### config.mk
export PLATFORM = sky130hd
export DESIGN_NAME = store_queue
export DESIGN_NICKNAME = d
export VERILOG_FILES = /design/src/sq_pkg.sv /design/src/store_queue.sv /design/src/sq_drain.sv /design/src/sq_entry_array.sv /design/src/sq_ring_ctrl.sv
export VERILOG_INCLUDE_DIRS = /design/src /design/src/src
export SDC_FILE = /design/constraint.sdc
export NUM_CORES = 1
export LEC_CHECK = 0
export BUFFER_PORTS_ARGS = -buffer_cell sky130_fd_sc_hd__buf_2
export CELL_PAD_IN_SITES_DETAIL_PLACEMENT = 1
export CELL_PAD_IN_SITES_GLOBAL_PLACEMENT = 1
export CORE_ASPECT_RATIO = 0.8
export CORE_MARGIN = 3
export CORE_UTILIZATION = 57
export CTS_BUF_LIST = sky130_fd_sc_hd__clkbuf_8
export CTS_CLUSTER_SIZE = 24
export DETAILED_ROUTE_END_ITERATION = 7
export PLACE_DENSITY = 0.85
export SLEW_MARGIN = 20
export SYNTH_ARGS = -nofsm -noshare
export SYNTH_HDL_FRONTEND = slang
export SYNTH_SLANG_ARGS = --single-unit
export TNS_END_PERCENT = 100
### constraint.sdc
create_clock -name clock -period 24.7 [get_ports clock]
set_input_delay 2.47 -clock clock [delete_from_list [all_inputs] [get_ports clock]]
set_output_delay 2.47 -clock clock [all_outputs]
set_load 0.02 [all_outputs]
### src/sq_cfg.svh
`ifndef SQ_CFG_SVH
`define SQ_CFG_SVH

// ==================================================
// store queue sizing
// ==================================================

// number of queue entries
// ring math holds for any depth of 2 or more
`define SQ_DEPTH 8

// ==================================================
// field widths
// ==================================================

// byte address of a store
`define SQ_ADDR_W 32

// one double word of store data
`define SQ_DATA_W 64

// rob index carried with each store
`define SQ_ROB_IDX_W 5

`endif
### src/sq_pkg.sv
`include "sq_cfg.svh"

package sq_pkg;

  // ==================================================
  // queue bookkeeping types
  // ==================================================

  // entry index, 0 .. depth-1
  typedef logic [$clog2(`SQ_DEPTH)-1:0] sq_idx_t;

  // occupancy / free count, 0 .. depth
  typedef logic [$clog2(`SQ_DEPTH+1)-1:0] sq_cnt_t;

  // ==================================================
  // payload words
  // ==================================================

  typedef logic [`SQ_ADDR_W-1:0] addr_t;
  typedef logic [`SQ_DATA_W-1:0] data_t;
  typedef logic [`SQ_ROB_IDX_W-1:0] rob_idx_t;

  // store size, bytes = 1 << size
  typedef enum logic [1:0] {
    BYTE   = 2'h0,
    HALF   = 2'h1,
    WORD   = 2'h2,
    DOUBLE = 2'h3
  } mem_size_e;

  // one queue slot
  // flags first, then address side, then data
  typedef struct packed {
    logic      valid;
    logic      addr_valid;
    logic      data_valid;
    logic      committed;
    addr_t     addr;
    mem_size_e size;
    rob_idx_t  rob_idx;
    data_t     data;
  } sq_entry_t;

endpackage

### src/store_queue.sv
`timescale 1ns/1ps

module store_queue (
  input  logic              clock,
  input  logic              reset,
  // dispatch
  input  logic              enq_valid_i,
  input  sq_pkg::mem_size_e enq_size_i,
  input  sq_pkg::rob_idx_t  enq_rob_idx_i,
  output logic              full_o,
  output sq_pkg::sq_cnt_t   free_slots_o,
  // address and data from execute
  input  logic              data_valid_i,
  input  sq_pkg::rob_idx_t  data_rob_idx_i,
  input  sq_pkg::addr_t     data_addr_i,
  input  sq_pkg::data_t     data_i,
  // rob
  input  sq_pkg::rob_idx_t  rob_head_i,
  output logic              rob_store_ready_valid_o,
  output sq_pkg::rob_idx_t  rob_store_ready_idx_o,
  // data cache request
  output logic              dc_req_valid_o,
  output sq_pkg::addr_t     dc_req_addr_o,
  output sq_pkg::mem_size_e dc_req_size_o,
  output sq_pkg::data_t     dc_req_data_o,
  output sq_pkg::rob_idx_t  dc_req_rob_idx_o,
  input  logic              dc_req_accept_i,
  // data cache completion
  input  logic              dc_store_valid_i,
  input  sq_pkg::rob_idx_t  dc_store_rob_idx_i,
  // mispredict restore
  input  logic              restore_valid_i,
  input  sq_pkg::sq_idx_t   restore_tail_i
);

  import sq_pkg::*;

  logic      enq_write;
  logic      retire;
  sq_idx_t   head;
  sq_idx_t   tail;
  sq_entry_t head_entry;

  // ==================================================
  // pointers and occupancy
  // ==================================================

  sq_ring_ctrl u_ring (
    .clock           (clock),
    .reset           (reset),
    .enq_valid_i     (enq_valid_i),
    .retire_i        (retire),
    .restore_valid_i (restore_valid_i),
    .restore_tail_i  (restore_tail_i),
    .enq_write_o     (enq_write),
    .head_o          (head),
    .tail_o          (tail),
    .full_o          (full_o),
    .free_slots_o    (free_slots_o)
  );

  // entry storage and rob matching
  sq_entry_array u_entries (
    .clock                   (clock),
    .reset                   (reset),
    .enq_write_i             (enq_write),
    .tail_i                  (tail),
    .head_i                  (head),
    .enq_size_i              (enq_size_i),
    .enq_rob_idx_i           (enq_rob_idx_i),
    .data_valid_i            (data_valid_i),
    .data_rob_idx_i          (data_rob_idx_i),
    .data_addr_i             (data_addr_i),
    .data_i                  (data_i),
    .rob_head_i              (rob_head_i),
    .restore_valid_i         (restore_valid_i),
    .restore_tail_i          (restore_tail_i),
    .retire_i                (retire),
    .head_entry_o            (head_entry),
    .rob_store_ready_valid_o (rob_store_ready_valid_o),
    .rob_store_ready_idx_o   (rob_store_ready_idx_o)
  );

  // head store out to the cache
  sq_drain u_drain (
    .clock              (clock),
    .reset              (reset),
    .head_entry_i       (head_entry),
    .dc_req_accept_i    (dc_req_accept_i),
    .dc_store_valid_i   (dc_store_valid_i),
    .dc_store_rob_idx_i (dc_store_rob_idx_i),
    .dc_req_valid_o     (dc_req_valid_o),
    .dc_req_addr_o      (dc_req_addr_o),
    .dc_req_size_o      (dc_req_size_o),
    .dc_req_data_o      (dc_req_data_o),
    .dc_req_rob_idx_o   (dc_req_rob_idx_o),
    .retire_o           (retire)
  );

endmodule

### src/sq_drain.sv
`timescale 1ns/1ps

module sq_drain (
  input  logic              clock,
  input  logic              reset,
  input  sq_pkg::sq_entry_t head_entry_i,
  input  logic              dc_req_accept_i,
  input  logic              dc_store_valid_i,
  input  sq_pkg::rob_idx_t  dc_store_rob_idx_i,
  output logic              dc_req_valid_o,
  output sq_pkg::addr_t     dc_req_addr_o,
  output sq_pkg::mem_size_e dc_req_size_o,
  output sq_pkg::data_t     dc_req_data_o,
  output sq_pkg::rob_idx_t  dc_req_rob_idx_o,
  output logic              retire_o
);

  import sq_pkg::*;

  typedef enum logic [1:0] {
    DRAIN_IDLE,
    DRAIN_REQ,
    DRAIN_WAIT
  } drain_state_e;

  drain_state_e state_q;
  logic         head_ready;

  // request fields held under back-pressure
  addr_t     req_addr_q;
  mem_size_e req_size_q;
  data_t     req_data_q;
  rob_idx_t  req_rob_q;

  // head store may leave once committed with address and data in
  assign head_ready = head_entry_i.valid && head_entry_i.committed &&
                      head_entry_i.addr_valid && head_entry_i.data_valid;

  // completion for the one outstanding store
  assign retire_o = (state_q == DRAIN_WAIT) && dc_store_valid_i &&
                    (dc_store_rob_idx_i == req_rob_q);

  assign dc_req_valid_o   = (state_q == DRAIN_REQ);
  assign dc_req_addr_o    = req_addr_q;
  assign dc_req_size_o    = req_size_q;
  assign dc_req_data_o    = req_data_q;
  assign dc_req_rob_idx_o = req_rob_q;

  // ==================================================
  // issue FSM
  // ==================================================

  always_ff @(posedge clock) begin
    if (reset) begin
      state_q <= DRAIN_IDLE;
    end else begin
      case (state_q)
        DRAIN_IDLE: begin
          if (head_ready) begin
            state_q <= DRAIN_REQ;
          end
        end
        DRAIN_REQ: begin
          if (dc_req_accept_i) begin
            state_q <= DRAIN_WAIT;
          end
        end
        DRAIN_WAIT: begin
          if (retire_o) begin
            state_q <= DRAIN_IDLE;
          end
        end
        default: begin
          state_q <= DRAIN_IDLE;
        end
      endcase
    end
  end

  // latch head store only when leaving idle
  always_ff @(posedge clock) begin
    if ((state_q == DRAIN_IDLE) && head_ready) begin
      req_addr_q <= head_entry_i.addr;
      req_size_q <= head_entry_i.size;
      req_data_q <= head_entry_i.data;
      req_rob_q  <= head_entry_i.rob_idx;
    end
  end

endmodule

### src/sq_entry_array.sv
`timescale 1ns/1ps
`include "sq_cfg.svh"

module sq_entry_array (
  input  logic              clock,
  input  logic              reset,
  input  logic              enq_write_i,
  input  sq_pkg::sq_idx_t   tail_i,
  input  sq_pkg::sq_idx_t   head_i,
  input  sq_pkg::mem_size_e enq_size_i,
  input  sq_pkg::rob_idx_t  enq_rob_idx_i,
  input  logic              data_valid_i,
  input  sq_pkg::rob_idx_t  data_rob_idx_i,
  input  sq_pkg::addr_t     data_addr_i,
  input  sq_pkg::data_t     data_i,
  input  sq_pkg::rob_idx_t  rob_head_i,
  input  logic              restore_valid_i,
  input  sq_pkg::sq_idx_t   restore_tail_i,
  input  logic              retire_i,
  output sq_pkg::sq_entry_t head_entry_o,
  output logic              rob_store_ready_valid_o,
  output sq_pkg::rob_idx_t  rob_store_ready_idx_o
);

  import sq_pkg::*;

  // ==================================================
  // storage
  // ==================================================

  // per-entry control flags
  logic valid_q      [`SQ_DEPTH];
  logic addr_valid_q [`SQ_DEPTH];
  logic data_valid_q [`SQ_DEPTH];
  logic committed_q  [`SQ_DEPTH];

  // per-entry payload
  addr_t     addr_q [`SQ_DEPTH];
  mem_size_e size_q [`SQ_DEPTH];
  rob_idx_t  rob_q  [`SQ_DEPTH];
  data_t     data_q [`SQ_DEPTH];

  // search results
  logic     data_hit;
  sq_idx_t  data_sel;
  logic     commit_hit;
  sq_idx_t  commit_sel;
  rob_idx_t commit_rob;

  // true when i lies in [head, tail) on the ring
  function automatic logic in_ring(input sq_idx_t i, input sq_idx_t h, input sq_idx_t t);
    if (h <= t) begin
      return (i >= h) && (i < t);
    end
    return (i >= h) || (i < t);
  endfunction

  // ==================================================
  // rob index searches
  // ==================================================

  // lowest valid entry waiting on this rob index
  always_comb begin
    data_hit = 1'b0;
    data_sel = '0;
    for (int i = 0; i < `SQ_DEPTH; i++) begin
      if (!data_hit && valid_q[i] && (rob_q[i] == data_rob_idx_i)) begin
        data_hit = 1'b1;
        data_sel = sq_idx_t'(i);
      end
    end
  end

  // rob head names a store whose data is in
  always_comb begin
    commit_hit = 1'b0;
    commit_sel = '0;
    commit_rob = '0;
    for (int i = 0; i < `SQ_DEPTH; i++) begin
      if (!commit_hit && valid_q[i] && data_valid_q[i] && (rob_q[i] == rob_head_i)) begin
        commit_hit = 1'b1;
        commit_sel = sq_idx_t'(i);
        commit_rob = rob_q[i];
      end
    end
  end

  // ==================================================
  // flag updates
  // ==================================================

  always_ff @(posedge clock) begin
    if (reset) begin
      for (int i = 0; i < `SQ_DEPTH; i++) begin
        valid_q[i]      <= 1'b0;
        addr_valid_q[i] <= 1'b0;
        data_valid_q[i] <= 1'b0;
        committed_q[i]  <= 1'b0;
      end
    end else begin
      if (restore_valid_i) begin
        // drop everything younger than the restore tail
        for (int i = 0; i < `SQ_DEPTH; i++) begin
          if (!in_ring(sq_idx_t'(i), head_i, restore_tail_i)) begin
            valid_q[i]      <= 1'b0;
            addr_valid_q[i] <= 1'b0;
            data_valid_q[i] <= 1'b0;
            committed_q[i]  <= 1'b0;
          end
        end
      end else begin
        // fresh slot, nothing known yet
        if (enq_write_i) begin
          valid_q[tail_i]      <= 1'b1;
          addr_valid_q[tail_i] <= 1'b0;
          data_valid_q[tail_i] <= 1'b0;
          committed_q[tail_i]  <= 1'b0;
        end
        if (data_valid_i && data_hit) begin
          addr_valid_q[data_sel] <= 1'b1;
          data_valid_q[data_sel] <= 1'b1;
        end
        if (commit_hit) begin
          committed_q[commit_sel] <= 1'b1;
        end
      end
      // completed store leaves from the head
      if (retire_i) begin
        valid_q[head_i]      <= 1'b0;
        addr_valid_q[head_i] <= 1'b0;
        data_valid_q[head_i] <= 1'b0;
        committed_q[head_i]  <= 1'b0;
      end
    end
  end

  // ==================================================
  // payload writes
  // ==================================================

  always_ff @(posedge clock) begin
    if (!restore_valid_i) begin
      if (enq_write_i) begin
        addr_q[tail_i] <= '0;
        size_q[tail_i] <= enq_size_i;
        rob_q[tail_i]  <= enq_rob_idx_i;
        data_q[tail_i] <= '0;
      end
      if (data_valid_i && data_hit) begin
        addr_q[data_sel] <= data_addr_i;
        data_q[data_sel] <= data_i;
      end
    end
  end

  // commit report, one cycle after the match
  always_ff @(posedge clock) begin
    if (reset) begin
      rob_store_ready_valid_o <= 1'b0;
      rob_store_ready_idx_o   <= '0;
    end else if (!restore_valid_i && commit_hit) begin
      rob_store_ready_valid_o <= 1'b1;
      rob_store_ready_idx_o   <= commit_rob;
    end else begin
      rob_store_ready_valid_o <= 1'b0;
      rob_store_ready_idx_o   <= '0;
    end
  end

  // head slot for the drain
  always_comb begin
    head_entry_o.valid      = valid_q[head_i];
    head_entry_o.addr_valid = addr_valid_q[head_i];
    head_entry_o.data_valid = data_valid_q[head_i];
    head_entry_o.committed  = committed_q[head_i];
    head_entry_o.addr       = addr_q[head_i];
    head_entry_o.size       = size_q[head_i];
    head_entry_o.rob_idx    = rob_q[head_i];
    head_entry_o.data       = data_q[head_i];
  end

endmodule

### src/sq_ring_ctrl.sv
`timescale 1ns/1ps
`include "sq_cfg.svh"

module sq_ring_ctrl (
  input  logic            clock,
  input  logic            reset,
  input  logic            enq_valid_i,
  input  logic            retire_i,
  input  logic            restore_valid_i,
  input  sq_pkg::sq_idx_t restore_tail_i,
  output logic            enq_write_o,
  output sq_pkg::sq_idx_t head_o,
  output sq_pkg::sq_idx_t tail_o,
  output logic            full_o,
  output sq_pkg::sq_cnt_t free_slots_o
);

  import sq_pkg::*;

  sq_idx_t head_q;
  sq_idx_t tail_q;
  sq_cnt_t count_q;
  sq_cnt_t restore_cnt;

  // circular increment, wraps at depth-1
  function automatic sq_idx_t next_idx(input sq_idx_t p);
    if (p == sq_idx_t'(`SQ_DEPTH - 1)) begin
      return '0;
    end
    return p + 1'b1;
  endfunction

  // entries from head up to (not incl) tail
  function automatic sq_cnt_t ring_dist(input sq_idx_t from, input sq_idx_t to);
    int d;
    d = int'(to) - int'(from);
    if (d < 0) begin
      d = d + `SQ_DEPTH;
    end
    return sq_cnt_t'(d);
  endfunction

  // ==================================================
  // status
  // ==================================================

  assign full_o       = (count_q == sq_cnt_t'(`SQ_DEPTH));
  assign free_slots_o = sq_cnt_t'(`SQ_DEPTH) - count_q;

  // enqueue only with room, never in a restore cycle
  assign enq_write_o = enq_valid_i && !full_o && !restore_valid_i;

  assign head_o = head_q;
  assign tail_o = tail_q;

  // occupancy after restore
  // a retire in the same cycle still removes the head store
  always_comb begin
    restore_cnt = ring_dist(head_q, restore_tail_i);
    if (retire_i && (restore_cnt != '0)) begin
      restore_cnt = restore_cnt - 1'b1;
    end
  end

  // ==================================================
  // pointers and count
  // ==================================================

  always_ff @(posedge clock) begin
    if (reset) begin
      head_q  <= '0;
      tail_q  <= '0;
      count_q <= '0;
    end else begin
      // drain side runs regardless of restore
      if (retire_i) begin
        head_q <= next_idx(head_q);
      end
      if (restore_valid_i) begin
        // roll tail back, younger stores drop out
        tail_q  <= restore_tail_i;
        count_q <= restore_cnt;
      end else begin
        if (enq_write_o) begin
          tail_q <= next_idx(tail_q);
        end
        case ({enq_write_o, retire_i})
          2'b10:   count_q <= count_q + 1'b1;
          2'b01:   count_q <= count_q - 1'b1;
          default: count_q <= count_q;
        endcase
      end
    end
  end

endmodule

==> results.yml <==
pwr:
  comb_power_share_pct: 3.2
  power.switching_mw: 0.757
  swShare_pct: 23.5
  clockPowerShare_pct: 39.9
  power_mw: 3.22
  seq_power_share_pct: 56.8
  irDropWorstVdd_mv: 0.0501
  p_int_mw: 2.46
  leakagePower_nw: 17.2
  power_density_mw_per_mm2: 68.9
die:
  core_mm2: 0.0724
  rows: 88
  fp.dieH_um: 248
  die_area_mm2: 0.0768
  start_util_pct: 57.8
  die_w_um: 309
  ios: 243
worst_setup_path:
  critPathArrivalTime_ps: 7420
  endpoint_kind: "flop"
  reg2reg_to: "u_entries.addr_q[7][0]$_SDFFCE_PN0P_"
  critPathLaunchType: "input pin"
  critPathMaxFanout: 79
  crit_required_ps: 25150
  r2r_slack_ps: 19100
  slowest_stage: "buf_4"
  cpMostUsedCell: "buf_4"
  cp_cell_sequence: "buf_2 > xor2_1 > nor4_1 > and3_4 > nor4_4 > buf_4 > buf_4 > and4_4 > or2_4 > buf_4"
  worst-path-stages: 10
  path_class: "in -> reg"
  reg2regPathDepth: 9
  crit_family: "simple AND/OR/NAND/NOR gates"
  critPathMaxStageDelay_ps: 870
  critical_path_buf_inv_count: 4
  r2r_start: "u_entries.rob_q[0][0]$_DFFE_PP_"
placement:
  io_buffers: 242
  place_congestion: 0.961
  dp_hpwl_um: 77000
timing:
  final_hold_viol_count: 0
  rsz0062_at_grt: "false"
  max_freq_mhz: 143
  fin_crit_sh_pct: 28.2
  layout_min_cycle_time_ps: 6980
  worstMarginPinSlew_ps: 1210
  max_slew_margin_pct: 19.3
  tns_ps: 0
  finalMaxSlewViolations: 0
  setup_viol: 0
  finClkSkew_ps: 38.2
yosys:
  ys.flop_type: "edfxtp_1"
  syn_nets: 3154
  syn_inst: 3009
  syn_area_mm2: 0.0419
  yosysSeqAreaShare_pct: 69.0
  syn-mean-instance-area_um2: 13.9
  synth.distinct_cells: 66
  synth_edf_count: 927
  synth_seq_cells: 980
  ys_async_sr_fraction_pct: 0
  yosys_warnings: 0
cts:
  cts.sinks: 980
  cts_hold_buf: 0
  cts_tree: "built"
  htreeDepth: 4
  clk_latency_ps: 840
  root_buffer: "clkbuf_8"
  cts_buffers: 151
  post_cts_buffers: 0
  clockBufferDepth: 3
  cts_resized: 0
  path_clk_slew_ps: 60
cells_and_area:
  fillers: 6914
  drive_gt1_share_pct: 15.8
  final_nets: 3372
  area_delta_synth_final_pct: 11.4
grt:
  gr-usage-all-layers_pct: 36.6
  antenna_found_initial: 20
  grt_pass1_wl_um: 208000
  grt_pass1_vias: 31460
  grt_max_degree: 99
  grt-ovfl-total: 0
worst_hold_path:
  hold_depth: 1
  worst_hold_path_type: "reg -> reg"
  holdCritStartpoint: "u_entries.addr_valid_q[7]$_SDFF_PP0_"
  whs_endpoint: "u_entries.addr_valid_q[7]$_SDFF_PP0_"
job:
  cap_violations: 0
detailed_routing:
  highest_layer: "met5"
  wl_met2_um: 69100
  m1WireLength_um: 53500
  routed_via_density: 6.88
  num_vias: 29602
  drtPass1Iterations: 6
  wl_um: 142000
  drt_iter0_drc: 4621
  antenna_left: 0
  post_drt_wl_per_cell_um: 33.1
  drc: 0
  wl_met3_um: 14300
status:
  status: "completed"
-- logic make-up (layout without fill, tap and decap cells) --
family | Yosys count | count (layout) | synth area share, %
AOI/OAI and AO/OA | 517 | 517 | 8.98
other | 0 | 15 | 0
xor gates and xnor gates | 91 | 91 | 1.90
adders and majority gates | 24 | 24 | 0.729
DFF | 980 | 980 | 69.0
and+or+nand+nor | 1113 | 1113 | 16.0
muxes | 28 | 28 | 0.800
buffers and inverters | 256 | 592 | 2.62
-- synthesized netlist by cell type, drive strengths merged, types with 8 or more instances --
master	count	area share, %
edfxtp	927	66
and2	493	7.4
a22oi	356	6.4
and3	297	4.4
clkbuf	184	1.7
nand4	104	1.6
nand2	64	0.57
xor2	62	1.3
dfxtp	53	2.5
a21oi	50	0.61
nor2	49	0.44
buf	46	0.72
xnor2	29	0.61
o21ai	28	0.33
inv	25	0.22
nand3	25	0.30
nor3	21	0.29
mux2i	20	0.48
nor4	15	0.26
ha	14	0.42
or2	13	0.19
a22o	11	0.23
a221oi	10	0.21
a222oi	8	0.19
-- per-layer routing --
metal | track usage [%] | vias up
met2 | 59.3 | 2104
met1 | 48.5 | 15150
met5 | 0 | -
met3 | 7.44 | 375
met4 | 15.8 | 8
li1 | - | 11965
-- cell usage in the layout (no fill, tap or decap), drive strengths merged, types with 6 or more instances in the layout --
| cell type | n |
|---|---|
| a211oi | 7 |
| a21o | 6 |
| a21oi | 50 |
| a221oi | 10 |
| a222oi | 8 |
| a22o | 11 |
| a22oi | 356 |
| and2 | 493 |
| and3 | 297 |
| buf | 295 |
| clkbuf | 153 |
| clkinv | 48 |
| clkinvlp | 6 |
| dfxtp | 53 |
| diode | 15 |
| edfxtp | 927 |
| ha | 14 |
| inv | 87 |
| maj3 | 7 |
| mux2i | 20 |
| nand2 | 64 |
| nand3 | 25 |
| nand3b | 7 |
| nand4 | 104 |
| nor2 | 49 |
| nor2b | 6 |
| nor3 | 21 |
| nor3b | 7 |
| nor4 | 15 |
| o21ai | 28 |
| or2 | 13 |
| xnor2 | 29 |
| xor2 | 62 |
-- power by group through the flow --
stage	logic [mW]	registers, mW	clock network (mW)
after detailed placement	0.0999	1.86	0
after global routing	0.111	1.83	1.36
after CTS	0.101	1.83	1.28
after global placement	0.0953	1.86	0
final	0.104	1.83	1.28
after floorplan	0.0461	1.86	0
-- metrics by stage --
stage	hold slack, ps	instance area, µm²	setup WS, ps	util, %	cells
after floorplan	425	41900	14010	-	3009
after global placement	439	43800	17010	60.5	4016
after detailed placement	442	43800	17000	60.5	4016
after CTS	455	46500	17890	64.2	4287
after global routing	493	46600	17660	64.4	4300
final	453	46600	17720	64.4	4305
-- flip-flops by register name, indices dropped and copies added, names as in the netlist, 5 cells and up, named ones only --
name / cells
u_entries.rob_store_ready_idx_o: 5
u_entries.rob_q: 40
u_entries.committed_q: 8
u_entries.addr_valid_q: 8
u_entries.addr_q: 256
u_drain.dc_req_rob_idx_o: 5
u_entries.size_q: 16
u_entries.data_valid_q: 8
u_entries.data_q: 512
u_drain.dc_req_data_o: 64
u_drain.dc_req_addr_o: 32
u_entries.valid_q: 8
-- final cells by class --
type                    count  area (µm²)  share of cell area (%)
diodes                     15        37.5                  0.0805
clock buffers             153        2110                    4.51
clock inverters           118         614                    1.32
inverters                  26        98.8                   0.212
multi-input cells        1773       12000                    25.8
flip-flops and latches    980       28900                    62.0
well taps                 945        1180                    2.53
repair buffers            295        1660                    3.57
-- how the worst max path moves through the flow --
stage,slack (ps),end,from
floorplan,14010,u_entries.addr_q[0][0]$_SDFFCE_PN0P_,data_rob_idx_i[0]
global placement,17010,u_entries.addr_q[7][25]$_SDFFCE_PN0P_,data_rob_idx_i[0]
detailed placement,17000,u_entries.addr_q[7][25]$_SDFFCE_PN0P_,data_rob_idx_i[0]
CTS,17890,u_entries.data_q[7][2]$_SDFFCE_PN0P_,data_rob_idx_i[0]
global route,17660,u_entries.addr_q[7][0]$_SDFFCE_PN0P_,data_rob_idx_i[0]
finish,17720,u_entries.addr_q[7][0]$_SDFFCE_PN0P_,data_rob_idx_i[0]
Power figures use the tool's default switching activity.
